## config.mk

```make
export PLATFORM = sky130hd
export DESIGN_NAME = jtag_bridge_top
export DESIGN_NICKNAME = d
export VERILOG_FILES = /design/src/logic/jtag_pkg.sv /design/src/logic/jtag_pins_if.sv /design/src/logic/jtag_bridge_top.sv /design/src/logic/jtag_pin_driver.sv /design/src/logic/jtag_scan_regs.sv /design/src/logic/jtag_tap_ctrl.sv
export SDC_FILE = /design/constraint.sdc
export NUM_CORES = 1
export LEC_CHECK = 0
export BUFFER_PORTS_ARGS = -buffer_cell sky130_fd_sc_hd__buf_4
export CAP_MARGIN = 5
export CORE_ASPECT_RATIO = 0.6
export CORE_UTILIZATION = 53
export DETAILED_ROUTE_END_ITERATION = 16
export PLACE_DENSITY = 0.75
export REMOVE_ABC_BUFFERS = 1
export SETUP_SLACK_MARGIN = 0.15
export SLEW_MARGIN = 20
export SYNTH_ARGS = -nofsm -noshare
export SYNTH_HDL_FRONTEND = slang
export SYNTH_SLANG_ARGS = --single-unit
```

## constraint.sdc

```tcl
create_clock -name clk_i -period 2.4 [get_ports clk_i]
set_clock_uncertainty 0.15 [all_clocks]
set_input_delay 0.48 -clock clk_i [delete_from_list [all_inputs] [get_ports clk_i]]
set_output_delay 0.48 -clock clk_i [all_outputs]
set_load 0.05 [all_outputs]
```

## src/logic/jtag_pkg.sv

```systemverilog
//////////////////////////////////////////////////////////////////////
// Shared JTAG definitions
// TAP controller state encoding, instruction codes and register widths
//////////////////////////////////////////////////////////////////////

package jtag_pkg;

  // Register widths
  localparam int IR_WIDTH   = 4;
  localparam int USER_WIDTH = 32;

  // Instruction codes
  localparam logic [IR_WIDTH-1:0] INSTR_IDCODE    = 4'b0001;
  localparam logic [IR_WIDTH-1:0] INSTR_BYPASS    = 4'b1111;
  localparam logic [IR_WIDTH-1:0] INSTR_USER_DATA = 4'b1000;

  // Fixed pattern loaded in Capture-IR, low bits 01 as the standard requires
  localparam logic [IR_WIDTH-1:0] IR_CAPTURE_VALUE = 4'b0001;

  // The 16 TAP controller states
  typedef enum logic [3:0] {
    TAP_TEST_LOGIC_RESET = 4'h0,
    TAP_RUN_TEST_IDLE    = 4'h1,
    TAP_SELECT_DR        = 4'h2,
    TAP_CAPTURE_DR       = 4'h3,
    TAP_SHIFT_DR         = 4'h4,
    TAP_EXIT1_DR         = 4'h5,
    TAP_PAUSE_DR         = 4'h6,
    TAP_EXIT2_DR         = 4'h7,
    TAP_UPDATE_DR        = 4'h8,
    TAP_SELECT_IR        = 4'h9,
    TAP_CAPTURE_IR       = 4'hA,
    TAP_SHIFT_IR         = 4'hB,
    TAP_EXIT1_IR         = 4'hC,
    TAP_PAUSE_IR         = 4'hD,
    TAP_EXIT2_IR         = 4'hE,
    TAP_UPDATE_IR        = 4'hF
  } tap_state_t;

endpackage

```

## src/logic/jtag_pins_if.sv

```systemverilog
//////////////////////////////////////////////////////////////////////
// JTAG pin bundle
// TCK, TMS, TDI, TRST and TDO with driver and target modports
//////////////////////////////////////////////////////////////////////

`timescale 1ns/1ns

interface jtag_pins_if;

  // Host side to TAP
  logic tck;
  logic tms;
  logic tdi;
  logic trst_n;

  // TAP back to host side
  logic tdo;

  // Pin driver owns the clock, mode, data and reset pins
  modport driver (
    output tck,
    output tms,
    output tdi,
    output trst_n,
    input  tdo
  );

  // TAP target only returns TDO
  modport target (
    input  tck,
    input  tms,
    input  tdi,
    input  trst_n,
    output tdo
  );

endinterface

```

## src/logic/jtag_bridge_top.sv

```systemverilog
//////////////////////////////////////////////////////////////////////
// JTAG bridge top level
// Pin driver, pin bundle and TAP target with plain host ports
//////////////////////////////////////////////////////////////////////

`timescale 1ns/1ns

module jtag_bridge_top #(
  parameter logic [5:0]  HALF_PERIOD  = 6'd8,
  parameter logic [31:0] IDCODE_VALUE = 32'h149B_51C3
) (
  input  logic                            clk_i,
  input  logic                            rst_n_i,
  input  logic                            cmd_valid_i,
  input  logic [3:0]                      pin_word_i,
  output logic                            half_period_o,
  output logic                            tdo_o,
  output logic                            tdo_change_o,
  output logic [jtag_pkg::USER_WIDTH-1:0] user_data_o,
  output logic                            user_update_o
);

  import jtag_pkg::*;

  // TAP state and TCK edges from controller to scan registers
  tap_state_t tap_state;
  logic       tck_rise;
  logic       tck_fall;

  // The five JTAG pins
  jtag_pins_if pins ();

  // Host side
  jtag_pin_driver #(
    .HALF_PERIOD   (HALF_PERIOD)
  ) u_pin_driver (
    .clk_i         (clk_i),
    .rst_n_i       (rst_n_i),
    .cmd_valid_i   (cmd_valid_i),
    .pin_word_i    (pin_word_i),
    .half_period_o (half_period_o),
    .tdo_o         (tdo_o),
    .tdo_change_o  (tdo_change_o),
    .pins          (pins.driver)
  );

  // Target side
  jtag_tap_ctrl u_tap_ctrl (
    .clk_i      (clk_i),
    .rst_n_i    (rst_n_i),
    .pins       (pins.target),
    .state_o    (tap_state),
    .tck_rise_o (tck_rise),
    .tck_fall_o (tck_fall)
  );

  jtag_scan_regs #(
    .IDCODE_VALUE  (IDCODE_VALUE)
  ) u_scan_regs (
    .clk_i         (clk_i),
    .rst_n_i       (rst_n_i),
    .pins          (pins.target),
    .state_i       (tap_state),
    .tck_rise_i    (tck_rise),
    .tck_fall_i    (tck_fall),
    .user_data_o   (user_data_o),
    .user_update_o (user_update_o)
  );

endmodule

```

## src/logic/jtag_pin_driver.sv

```systemverilog
//////////////////////////////////////////////////////////////////////
// JTAG pin driver
// Holds the host pin word, drives the pins, runs the half-period
// timer and returns TDO with a change strobe
//////////////////////////////////////////////////////////////////////

`timescale 1ns/1ns

module jtag_pin_driver #(
  parameter logic [5:0] HALF_PERIOD = 6'd8
) (
  input  logic        clk_i,
  input  logic        rst_n_i,
  input  logic        cmd_valid_i,
  input  logic [3:0]  pin_word_i,
  output logic        half_period_o,
  output logic        tdo_o,
  output logic        tdo_change_o,
  jtag_pins_if.driver pins
);

  logic [3:0] pin_word_q;
  logic [5:0] timer_q;
  logic       timer_run_q;
  logic       timer_done;
  logic       tdo_q;
  logic       tdo_change_q;

  //////////////////////////////////////////////////////////////////////
  // Pin word
  //////////////////////////////////////////////////////////////////////

  // New word replaces the old one, all pins low out of reset
  always_ff @(posedge clk_i or negedge rst_n_i)
  begin
    if (!rst_n_i)
    begin
      pin_word_q <= 4'b0000;
    end
    else if (cmd_valid_i)
    begin
      pin_word_q <= pin_word_i;
    end
  end

  // Bit order of the host word
  assign pins.tck    = pin_word_q[0];
  assign pins.trst_n = pin_word_q[1];
  assign pins.tdi    = pin_word_q[2];
  assign pins.tms    = pin_word_q[3];

  //////////////////////////////////////////////////////////////////////
  // Half-period timer
  //////////////////////////////////////////////////////////////////////

  // Count value k-1 is seen k cycles after the strobe
  assign timer_done    = timer_run_q && (timer_q == HALF_PERIOD - 6'd1);
  assign half_period_o = timer_done;

  // Restart on every strobe, stop after one pulse
  always_ff @(posedge clk_i or negedge rst_n_i)
  begin
    if (!rst_n_i)
    begin
      timer_q     <= 6'd0;
      timer_run_q <= 1'b0;
    end
    else if (cmd_valid_i)
    begin
      timer_q     <= 6'd0;
      timer_run_q <= 1'b1;
    end
    else if (timer_done)
    begin
      timer_run_q <= 1'b0;
    end
    else if (timer_run_q)
    begin
      timer_q <= timer_q + 6'd1;
    end
  end

  //////////////////////////////////////////////////////////////////////
  // TDO return
  //////////////////////////////////////////////////////////////////////

  // Change flag lines up with the cycle the new level appears
  always_ff @(posedge clk_i or negedge rst_n_i)
  begin
    if (!rst_n_i)
    begin
      tdo_q        <= 1'b0;
      tdo_change_q <= 1'b0;
    end
    else
    begin
      tdo_q        <= pins.tdo;
      tdo_change_q <= pins.tdo ^ tdo_q;
    end
  end

  assign tdo_o        = tdo_q;
  assign tdo_change_o = tdo_change_q;

endmodule

```

## src/logic/jtag_scan_regs.sv

```systemverilog
//////////////////////////////////////////////////////////////////////
// JTAG scan registers
// Instruction register, IDCODE, BYPASS and USER_DATA chains
// and the TDO output stage
//////////////////////////////////////////////////////////////////////

`timescale 1ns/1ns

module jtag_scan_regs #(
  parameter logic [31:0] IDCODE_VALUE = 32'h149B_51C3
) (
  input  logic                              clk_i,
  input  logic                              rst_n_i,
  jtag_pins_if.target                       pins,
  input  jtag_pkg::tap_state_t              state_i,
  input  logic                              tck_rise_i,
  input  logic                              tck_fall_i,
  output logic [jtag_pkg::USER_WIDTH-1:0]   user_data_o,
  output logic                              user_update_o
);

  import jtag_pkg::*;

  logic [IR_WIDTH-1:0]   ir_q;
  logic [IR_WIDTH-1:0]   ir_sr_q;
  logic [31:0]           idcode_sr_q;
  logic                  bypass_q;
  logic [USER_WIDTH-1:0] user_sr_q;
  logic [USER_WIDTH-1:0] user_q;
  logic                  user_update_q;
  logic                  rise_d_q;
  logic                  tdo_q;
  logic                  sel_idcode;
  logic                  sel_user;
  logic                  dr_lsb;

  //////////////////////////////////////////////////////////////////////
  // Instruction decode
  //////////////////////////////////////////////////////////////////////

  // Any code that is not defined falls through to BYPASS
  assign sel_idcode = (ir_q == INSTR_IDCODE);
  assign sel_user   = (ir_q == INSTR_USER_DATA);

  // Low bit of whichever data register sits between TDI and TDO
  always_comb
  begin
    if (sel_idcode)
    begin
      dr_lsb = idcode_sr_q[0];
    end
    else if (sel_user)
    begin
      dr_lsb = user_sr_q[0];
    end
    else
    begin
      dr_lsb = bypass_q;
    end
  end

  //////////////////////////////////////////////////////////////////////
  // Shift chains
  //////////////////////////////////////////////////////////////////////

  // Capture and shift act on the state held before the rise
  always_ff @(posedge clk_i)
  begin
    if (tck_rise_i)
    begin
      case (state_i)
        TAP_CAPTURE_IR: ir_sr_q <= IR_CAPTURE_VALUE;
        TAP_SHIFT_IR:   ir_sr_q <= {pins.tdi, ir_sr_q[IR_WIDTH-1:1]};
        default:        ir_sr_q <= ir_sr_q;
      endcase
    end
  end

  // All data chains load at once, only the selected one shifts
  always_ff @(posedge clk_i)
  begin
    if (tck_rise_i && state_i == TAP_CAPTURE_DR)
    begin
      idcode_sr_q <= IDCODE_VALUE;
      user_sr_q   <= user_q;
      bypass_q    <= 1'b0;
    end
    else if (tck_rise_i && state_i == TAP_SHIFT_DR)
    begin
      if (sel_idcode)
      begin
        idcode_sr_q <= {pins.tdi, idcode_sr_q[31:1]};
      end
      else if (sel_user)
      begin
        user_sr_q <= {pins.tdi, user_sr_q[USER_WIDTH-1:1]};
      end
      else
      begin
        bypass_q <= pins.tdi;
      end
    end
  end

  //////////////////////////////////////////////////////////////////////
  // Update stage
  //////////////////////////////////////////////////////////////////////

  // rise_d_q marks the first cycle of the state just entered
  always_ff @(posedge clk_i or negedge rst_n_i)
  begin
    if (!rst_n_i)
    begin
      rise_d_q      <= 1'b0;
      ir_q          <= INSTR_IDCODE;
      user_q        <= '0;
      user_update_q <= 1'b0;
    end
    else
    begin
      rise_d_q      <= tck_rise_i;
      user_update_q <= 1'b0;
      // Test-Logic-Reset, also reached through TRST, reselects IDCODE
      if (state_i == TAP_TEST_LOGIC_RESET)
      begin
        ir_q <= INSTR_IDCODE;
      end
      else if (rise_d_q && state_i == TAP_UPDATE_IR)
      begin
        ir_q <= ir_sr_q;
      end
      if (rise_d_q && state_i == TAP_UPDATE_DR && sel_user)
      begin
        user_q        <= user_sr_q;
        user_update_q <= 1'b1;
      end
    end
  end

  //////////////////////////////////////////////////////////////////////
  // TDO output stage
  //////////////////////////////////////////////////////////////////////

  // Changes on TCK falls only, zero outside the shift states
  always_ff @(posedge clk_i or negedge rst_n_i)
  begin
    if (!rst_n_i)
    begin
      tdo_q <= 1'b0;
    end
    else if (tck_fall_i)
    begin
      case (state_i)
        TAP_SHIFT_IR: tdo_q <= ir_sr_q[0];
        TAP_SHIFT_DR: tdo_q <= dr_lsb;
        default:      tdo_q <= 1'b0;
      endcase
    end
  end

  assign pins.tdo      = tdo_q;
  assign user_data_o   = user_q;
  assign user_update_o = user_update_q;

endmodule

```

## src/logic/jtag_tap_ctrl.sv

```systemverilog
//////////////////////////////////////////////////////////////////////
// JTAG TAP controller
// TCK and TRST oversampling, edge strobes and the 16-state FSM
//////////////////////////////////////////////////////////////////////

`timescale 1ns/1ns

module jtag_tap_ctrl (
  input  logic               clk_i,
  input  logic               rst_n_i,
  jtag_pins_if.target        pins,
  output jtag_pkg::tap_state_t state_o,
  output logic               tck_rise_o,
  output logic               tck_fall_o
);

  import jtag_pkg::*;

  logic       tck_s1_q;
  logic       tck_s2_q;
  logic       trst_n_s1_q;
  logic       trst_n_s2_q;
  logic       tck_rise_q;
  logic       tck_fall_q;
  tap_state_t state_q;
  tap_state_t state_next;

  //////////////////////////////////////////////////////////////////////
  // Pin sampling and edge detect
  //////////////////////////////////////////////////////////////////////

  // Two sample stages, then a registered edge strobe
  // so an edge shows two cycles after the pin moves
  always_ff @(posedge clk_i or negedge rst_n_i)
  begin
    if (!rst_n_i)
    begin
      tck_s1_q    <= 1'b0;
      tck_s2_q    <= 1'b0;
      trst_n_s1_q <= 1'b0;
      trst_n_s2_q <= 1'b0;
      tck_rise_q  <= 1'b0;
      tck_fall_q  <= 1'b0;
    end
    else
    begin
      tck_s1_q    <= pins.tck;
      tck_s2_q    <= tck_s1_q;
      trst_n_s1_q <= pins.trst_n;
      trst_n_s2_q <= trst_n_s1_q;
      tck_rise_q  <= tck_s1_q & ~tck_s2_q;
      tck_fall_q  <= ~tck_s1_q & tck_s2_q;
    end
  end

  //////////////////////////////////////////////////////////////////////
  // TAP state machine
  //////////////////////////////////////////////////////////////////////

  // Standard transitions, TMS picks the branch
  always_comb
  begin
    state_next = state_q;
    case (state_q)
      TAP_TEST_LOGIC_RESET: state_next = pins.tms ? TAP_TEST_LOGIC_RESET : TAP_RUN_TEST_IDLE;
      TAP_RUN_TEST_IDLE:    state_next = pins.tms ? TAP_SELECT_DR : TAP_RUN_TEST_IDLE;
      TAP_SELECT_DR:        state_next = pins.tms ? TAP_SELECT_IR : TAP_CAPTURE_DR;
      TAP_CAPTURE_DR:       state_next = pins.tms ? TAP_EXIT1_DR : TAP_SHIFT_DR;
      TAP_SHIFT_DR:         state_next = pins.tms ? TAP_EXIT1_DR : TAP_SHIFT_DR;
      TAP_EXIT1_DR:         state_next = pins.tms ? TAP_UPDATE_DR : TAP_PAUSE_DR;
      TAP_PAUSE_DR:         state_next = pins.tms ? TAP_EXIT2_DR : TAP_PAUSE_DR;
      TAP_EXIT2_DR:         state_next = pins.tms ? TAP_UPDATE_DR : TAP_SHIFT_DR;
      TAP_UPDATE_DR:        state_next = pins.tms ? TAP_SELECT_DR : TAP_RUN_TEST_IDLE;
      // IR column mirrors the DR column
      TAP_SELECT_IR:        state_next = pins.tms ? TAP_TEST_LOGIC_RESET : TAP_CAPTURE_IR;
      TAP_CAPTURE_IR:       state_next = pins.tms ? TAP_EXIT1_IR : TAP_SHIFT_IR;
      TAP_SHIFT_IR:         state_next = pins.tms ? TAP_EXIT1_IR : TAP_SHIFT_IR;
      TAP_EXIT1_IR:         state_next = pins.tms ? TAP_UPDATE_IR : TAP_PAUSE_IR;
      TAP_PAUSE_IR:         state_next = pins.tms ? TAP_EXIT2_IR : TAP_PAUSE_IR;
      TAP_EXIT2_IR:         state_next = pins.tms ? TAP_UPDATE_IR : TAP_SHIFT_IR;
      TAP_UPDATE_IR:        state_next = pins.tms ? TAP_SELECT_DR : TAP_RUN_TEST_IDLE;
      default:              state_next = TAP_TEST_LOGIC_RESET;
    endcase
  end

  // Low TRST overrides everything, otherwise step on TCK rises
  always_ff @(posedge clk_i or negedge rst_n_i)
  begin
    if (!rst_n_i)
    begin
      state_q <= TAP_TEST_LOGIC_RESET;
    end
    else if (!trst_n_s2_q)
    begin
      state_q <= TAP_TEST_LOGIC_RESET;
    end
    else if (tck_rise_q)
    begin
      state_q <= state_next;
    end
  end

  assign state_o    = state_q;
  assign tck_rise_o = tck_rise_q;
  assign tck_fall_o = tck_fall_q;

endmodule

```

Word level (Yosys, flattened, before mapping)
Index checks and enable logic that the tools add are counted.
W data, S select, Z words.
{ "word_totals": {"ff_bits": 131, "inputBits": 7, "output_inout_bits": 36, "elab_cells": 102} }
{ "op_classes": {"n_addsub": 1, "n_eq_ne": 21, "mux": 31, "n_bitwise": 7, "reduce_logical": 21} }
{ "op_table": {"columns": ["op", "n"], "rows": [
  ["$mux W32", 4],
  ["$pmux W4 S12", 1],
  ["$eq A4 B4 Y1 const B", 9],
  ["$mux W4", 8],
  ["$mux W6", 3],
  ["$eq A4 B3 Y1 const B", 4],
  ["$reduce_bool A2 Y1", 6],
  ["$eq A4 B1 Y1 const B", 2],
  ["$eq A4 B2 Y1 const B", 2],
  ["$mux W1", 8],
  ["$pmux W4 S2", 1],
  ["$add A6 B1 Y6 const B", 1],
  ["$eq A6 B3 Y1 const B", 1],
  ["$logic_and A1 B1 Y1", 6],
  ["$mux W2", 3],
  ["$mux W3", 2],
  ["$ne A2 B2 Y1 const B", 3],
  ["$reduce_and A2 Y1", 3],
  ["$reduce_and A3 Y1", 2],
  ["$logic_not A4 Y1", 1],
  ["$not A1 Y1", 4],
  ["$reduce_or A2 Y1", 2],
  ["$reduce_or A3 Y1", 1],
  ["$and A1 B1 Y1", 2],
  ["2 further kinds", 2]
]} }

Logic depth before layout (Yosys ltp)
Gate-level depths: netlist of run 1.
{ "depth": {"depth_word": 5, "ltp_mapped": 7, "ltp_nobuf": 5} }

Worst setup path after synthesis of run 1
No wires, ideal clock.
{ "synth_path": {"kind": "flip-flop to output port", "from": "reg u_pin_driver.timer_q[4]", "to": "out half_period_o", "arrival_ps": 2143, "required_ps": 1770, "path_slack_ps": -373, "stages_incl_launch_ff": 3, "path_cell_list": "dfrtp_1 or2_2 nor4_1"} }
{ "synth_via": {"elab_chain_cells": 2} }
{ "synth_lines": {"columns": ["item", "line", "rtl"], "rows": [
  ["from (decl)", "jtag_pin_driver.sv:23", "logic [5:0] timer_q;"],
  ["from (signal assigned)", "jtag_pin_driver.sv:79", "timer_q <= timer_q + 6'd1;"],
  ["$eq A6 B3 Y1", "jtag_pin_driver.sv:57", "assign timer_done = timer_run_q && (timer_q == HALF_PERIOD - 6'd1);"],
  ["$logic_and A1 B1 Y1", "jtag_pin_driver.sv:57", null],
  ["to (decl)", "jtag_bridge_top.sv:16", "output logic half_period_o,"]
]} }
Every way passes these cells.

Final worst setup path of run 1
{ "layout_path": {"from": "reg u_pin_driver.timer_q[5]", "to": "out half_period_o"} }
Same word-level chain as after synthesis.

==> reports/metrics.csv, run 1 <==
metric;value;unit
outcome;complete, no violations;
worstReg2RegEnd;u_scan_regs.idcode_sr_q[31]$_SDFFE_PP0P_;
crit_path_top_delay_cell;dfrtp_1;
grt_pass1_wl;18200;µm
cts_buffers;17;
p_per_area;827;mW/mm²
route.detailed.drc;0;
design_area;0.00640;mm²
slew_headroom;0.471;
hold_violations;0;
r2r_start;u_tap_ctrl.state_o[3]$_DFFE_PN0P_;
rsz0062_at_grt;no;
yosys.area.top_type_share;0.286;
ios;43;
overflow;0;
timing.fmax;469;MHz
setup_viol;0;
min_period;2.13;ns
yosys_warnings;0;
seq_power_share;0.448;
critPathMaxStageDelay;0.40;ns
antenna_found_initial;0;
avgSynthCellArea;9.37;µm²
drive_gt1_frac;0.163;
area_growth;20.0;%
nets;620;
dp_hpwl;6520;µm
syn_area;0.00533;mm²
die_area;0.0105;mm²
drtAntennaViolNets;0;
hp-class;input pin to asynchronous set/reset pin;
drt_iter0_markers;394;
worstSetupPathType;flip-flop to primary output;
tightest_slew;0.786;ns
clock_latency;0.42;ns
reg2reg_depth;5;
cp-end-kind;primary output;
grt_max_degree;63;
drt-total-wl;10800;µm
die_h;79.7;µm
via_count;3952;
core-area;0.00946;mm²
synthArstFlopShare;0.473;
clk_path_buf_depth;2;
synth_flop_cell;dfrtp_1;
first_pass_iters;5;
netlist_instances;569;
clock_sinks;131;
crit_family;simple AND/OR/NAND/NOR gates;
rrSetupSlack;0.42;ns
gp_congestion;0.825;
diodes;0;
layout_common_cells;nand2_1, dfrtp_1, buf_4, edfxtp_1, dfxtp_1;
required;1.77;ns
grt_usage;0.226;
start_util;0.564;
htreeDepth;4;
worstSetupStartpointType;flip-flop;
fp.dieW;131;µm
peakVddDrop;0.000610;V
synth-seq-cells;131;
synth-edff-count;36;
p_sw;1.14;mW
cap_violations;0;
cts_root_buf;clkbuf_16;
slew_violations;0;
clk_pin_slew;0.06;ns
synthTopCellsByArea;dfrtp_1, edfxtp_1, nand2_1;
switching_share;0.215;
leakagePower;3.04;nW
cp_cell_sequence;or2_4, nor4_2, buf_4;
timing.hold.ws;0.00516;ns
fin_crit_sh;0.889;
pwr-share-clk;0.514;
final_common_cell;nand2_1;
detail_route.wl_per_cell;14.3;µm
intPower;4.15;mW
vias_per_cell;5.23;
worst-path-buf-inv;1;
cp_max_fo;3;
row_count;27;
synth_largest_area_cell;dfrtp_1;
seq_area_frac_synth;0.618;
grt_pass1_vias;3672;
cts_tree;yes;
synth_cell_type_count;45;
critPathArrivalTime;1.50;ns
io_buffers;42;
place_area;0.00574;mm²
combinationalPowerShare;0.038;
finish.utilization;0.676;
## state kept, by name, indices dropped and copies added, names as in the netlist
signal / cells
u_pin_driver.timer_run_q: 1
u_pin_driver.pin_word_q: 4
u_scan_regs.rise_d_q: 1
u_tap_ctrl.trst_n_s2_q: 1
u_pin_driver.timer_q: 6
u_tap_ctrl.tck_s2_q: 1
u_scan_regs.user_update_o: 1
u_scan_regs.ir_q: 4
u_scan_regs.bypass_q: 1
u_tap_ctrl.tck_rise_o: 1
u_pin_driver.tdo_change_o: 1
u_scan_regs.user_sr_q: 32
u_scan_regs.pins.tdo: 1
u_tap_ctrl.trst_n_s1_q: 1
u_tap_ctrl.tck_fall_o: 1
u_scan_regs.idcode_sr_q: 32
u_tap_ctrl.state_o: 4
u_scan_regs.user_data_o: 32
u_pin_driver.tdo_o: 1
u_tap_ctrl.tck_s1_q: 1
u_scan_regs.ir_sr_q: 4
## cells in the mapped netlist, types with 7 or more instances
master    count
nand3_1      32
o21ai_0       9
clkbuf_1     13
dfrtp_1      61
nor2b_1       7
dfxtp_1      33
a21oi_1       7
edfxtp_1     36
inv_1         7
nor2_1       17
buf_2        13
nand2_1     266
## routing by layer
| layer | global-route usage | routed length, µm | vias to the layer above |
|---|---|---|---|
| met4 | 0.115 | 114 | 0 |
| met3 | 0.0521 | 548 | 11 |
| li1 | - | - | 1939 |
| met2 | 0.329 | 4790 | 111 |
| met1 | 0.320 | 5350 | 1891 |
| met5 | 0 | 0 | - |
## kinds of logic after synthesis
kind of cell / Yosys count / share of synthesized area
flip-flops: 131 / 0.618
buffers and inverters: 41 / 0.0404
multiplexers: 8 / 0.0157
XOR/XNOR: 6 / 0.00985
AND/OR/NAND/NOR: 350 / 0.276
AO/OA/AOI/OAI: 32 / 0.0382
adder cells (fa/ha/maj): 1 / 0.00235
## cell type report
| cell class | count | area, µm² |
|---|---|---|
| sequential | 131 | 3290 |
| fill | 728 | 3060 |
| multi-input combinational | 397 | 1840 |
| timing repair buffer | 58 | 448 |
| clock buffer | 18 | 439 |
| clock inverter | 14 | 186 |
| tap | 130 | 163 |
| inverter | 7 | 26.3 |
## power groups by stage
stage | Combinational [mW] | Sequential, mW | Clock, mW
finish | 0.200 | 2.37 | 2.72
floorplan | 0.0665 | 2.45 | 0
global route | 0.219 | 2.38 | 2.85
global placement | 0.190 | 2.41 | 0
detailed placement | 0.197 | 2.41 | 0
CTS | 0.198 | 2.37 | 2.75
## what timing repair did
action                                 CTS  global route
hold buffers                             0             0
resized for setup                        1             2
setup endpoints to repair                1             1
pin swaps                                0             1
endpoints found under the hold margin    0             0
setup buffers                            0             3
## per-stage QoR
step	setup TNS, ns	power [mW]	cells	setup WS [ns]
detailed placement	0	2.61	720	0.434
global route	0	5.45	755	0.203
finish	0	5.29	755	0.266
global placement	0	2.60	720	0.441
floorplan	-36.12	2.52	535	-1.12
CTS	0	5.32	752	0.176
## how the worst max path moves through the flow
stage / slack (ns) / cells after the start / end / start
CTS: 0.18 / 4 / half_period_o / u_pin_driver.timer_q[0]$_DFFE_PN0P_
finish: 0.27 / 3 / half_period_o / u_pin_driver.timer_q[5]$_DFFE_PN0P_
floorplan: -1.12 / 3 / u_scan_regs.user_sr_q[0]$_DFFE_PP_ / u_tap_ctrl.state_o[2]$_DFFE_PN0P_
global route: 0.20 / 3 / half_period_o / u_pin_driver.timer_q[5]$_DFFE_PN0P_
global placement: 0.44 / 5 / u_scan_regs.user_sr_q[31]$_DFFE_PP_ / u_tap_ctrl.state_o[2]$_DFFE_PN0P_
detailed placement: 0.43 / 5 / u_scan_regs.idcode_sr_q[31]$_SDFFE_PP0P_ / u_tap_ctrl.state_o[3]$_DFFE_PN0P_
Note: power is estimated with default switching activity, not from simulation.
==> run 2: changes to the inputs <==
--- a/config.mk
+++ b/config.mk
@@ -7,13 +7,11 @@
 export LEC_CHECK = 0
 export BUFFER_PORTS_ARGS = -buffer_cell sky130_fd_sc_hd__buf_4
 export CAP_MARGIN = 5
-export CORE_ASPECT_RATIO = 0.6
-export CORE_UTILIZATION = 53
 export DETAILED_ROUTE_END_ITERATION = 16
-export PLACE_DENSITY = 0.75
 export REMOVE_ABC_BUFFERS = 1
 export SETUP_SLACK_MARGIN = 0.15
 export SLEW_MARGIN = 20
 export SYNTH_ARGS = -nofsm -noshare
 export SYNTH_HDL_FRONTEND = slang
+export SYNTH_HIERARCHICAL = 1
 export SYNTH_SLANG_ARGS = --single-unit
==> run 2 against run 1 <==
The run now fails in synthesis.
==> reports/metrics.csv, run 2 <==
metric;value;unit
synth-seq-cells;131;
synth_largest_area_cell;dfrtp_1;
yosys_cells;475;
synth-edff-count;36;
haltStage;synthesis;
seq_area_frac_synth;0.598;
synth_flop_cell;dfrtp_1;
yosys.area.top_type_share;0.277;
synthTopCellsByArea;dfrtp_1, edfxtp_1, dfxtp_1;
outcome;aborted with a tool error;
synth_most_common_cell;nand2_1;
netlist_top_cells_count;nand2_1, dfrtp_1, edfxtp_1, mux2i_1;
synth_cell_type_count;52;
yosys_warnings;0;
tool.error;ERROR: Found 1 problems in 'check -assert'.;
synthArstFlopShare;0.473;
ys_chip_area;0.00551;mm²
[run 2: cell families after synthesis]
| family | synth area share |
|---|---|
| AO/OA/AOI/OAI | 0.0459 |
| XOR/XNOR | 0.00636 |
| adder cells (fa/ha/maj) | 0.00227 |
| buffers and inverters | 0.0375 |
| flip-flops | 0.598 |
| multiplexers | 0.141 |
| other | 0.000681 |
| AND/OR/NAND/NOR | 0.168 |
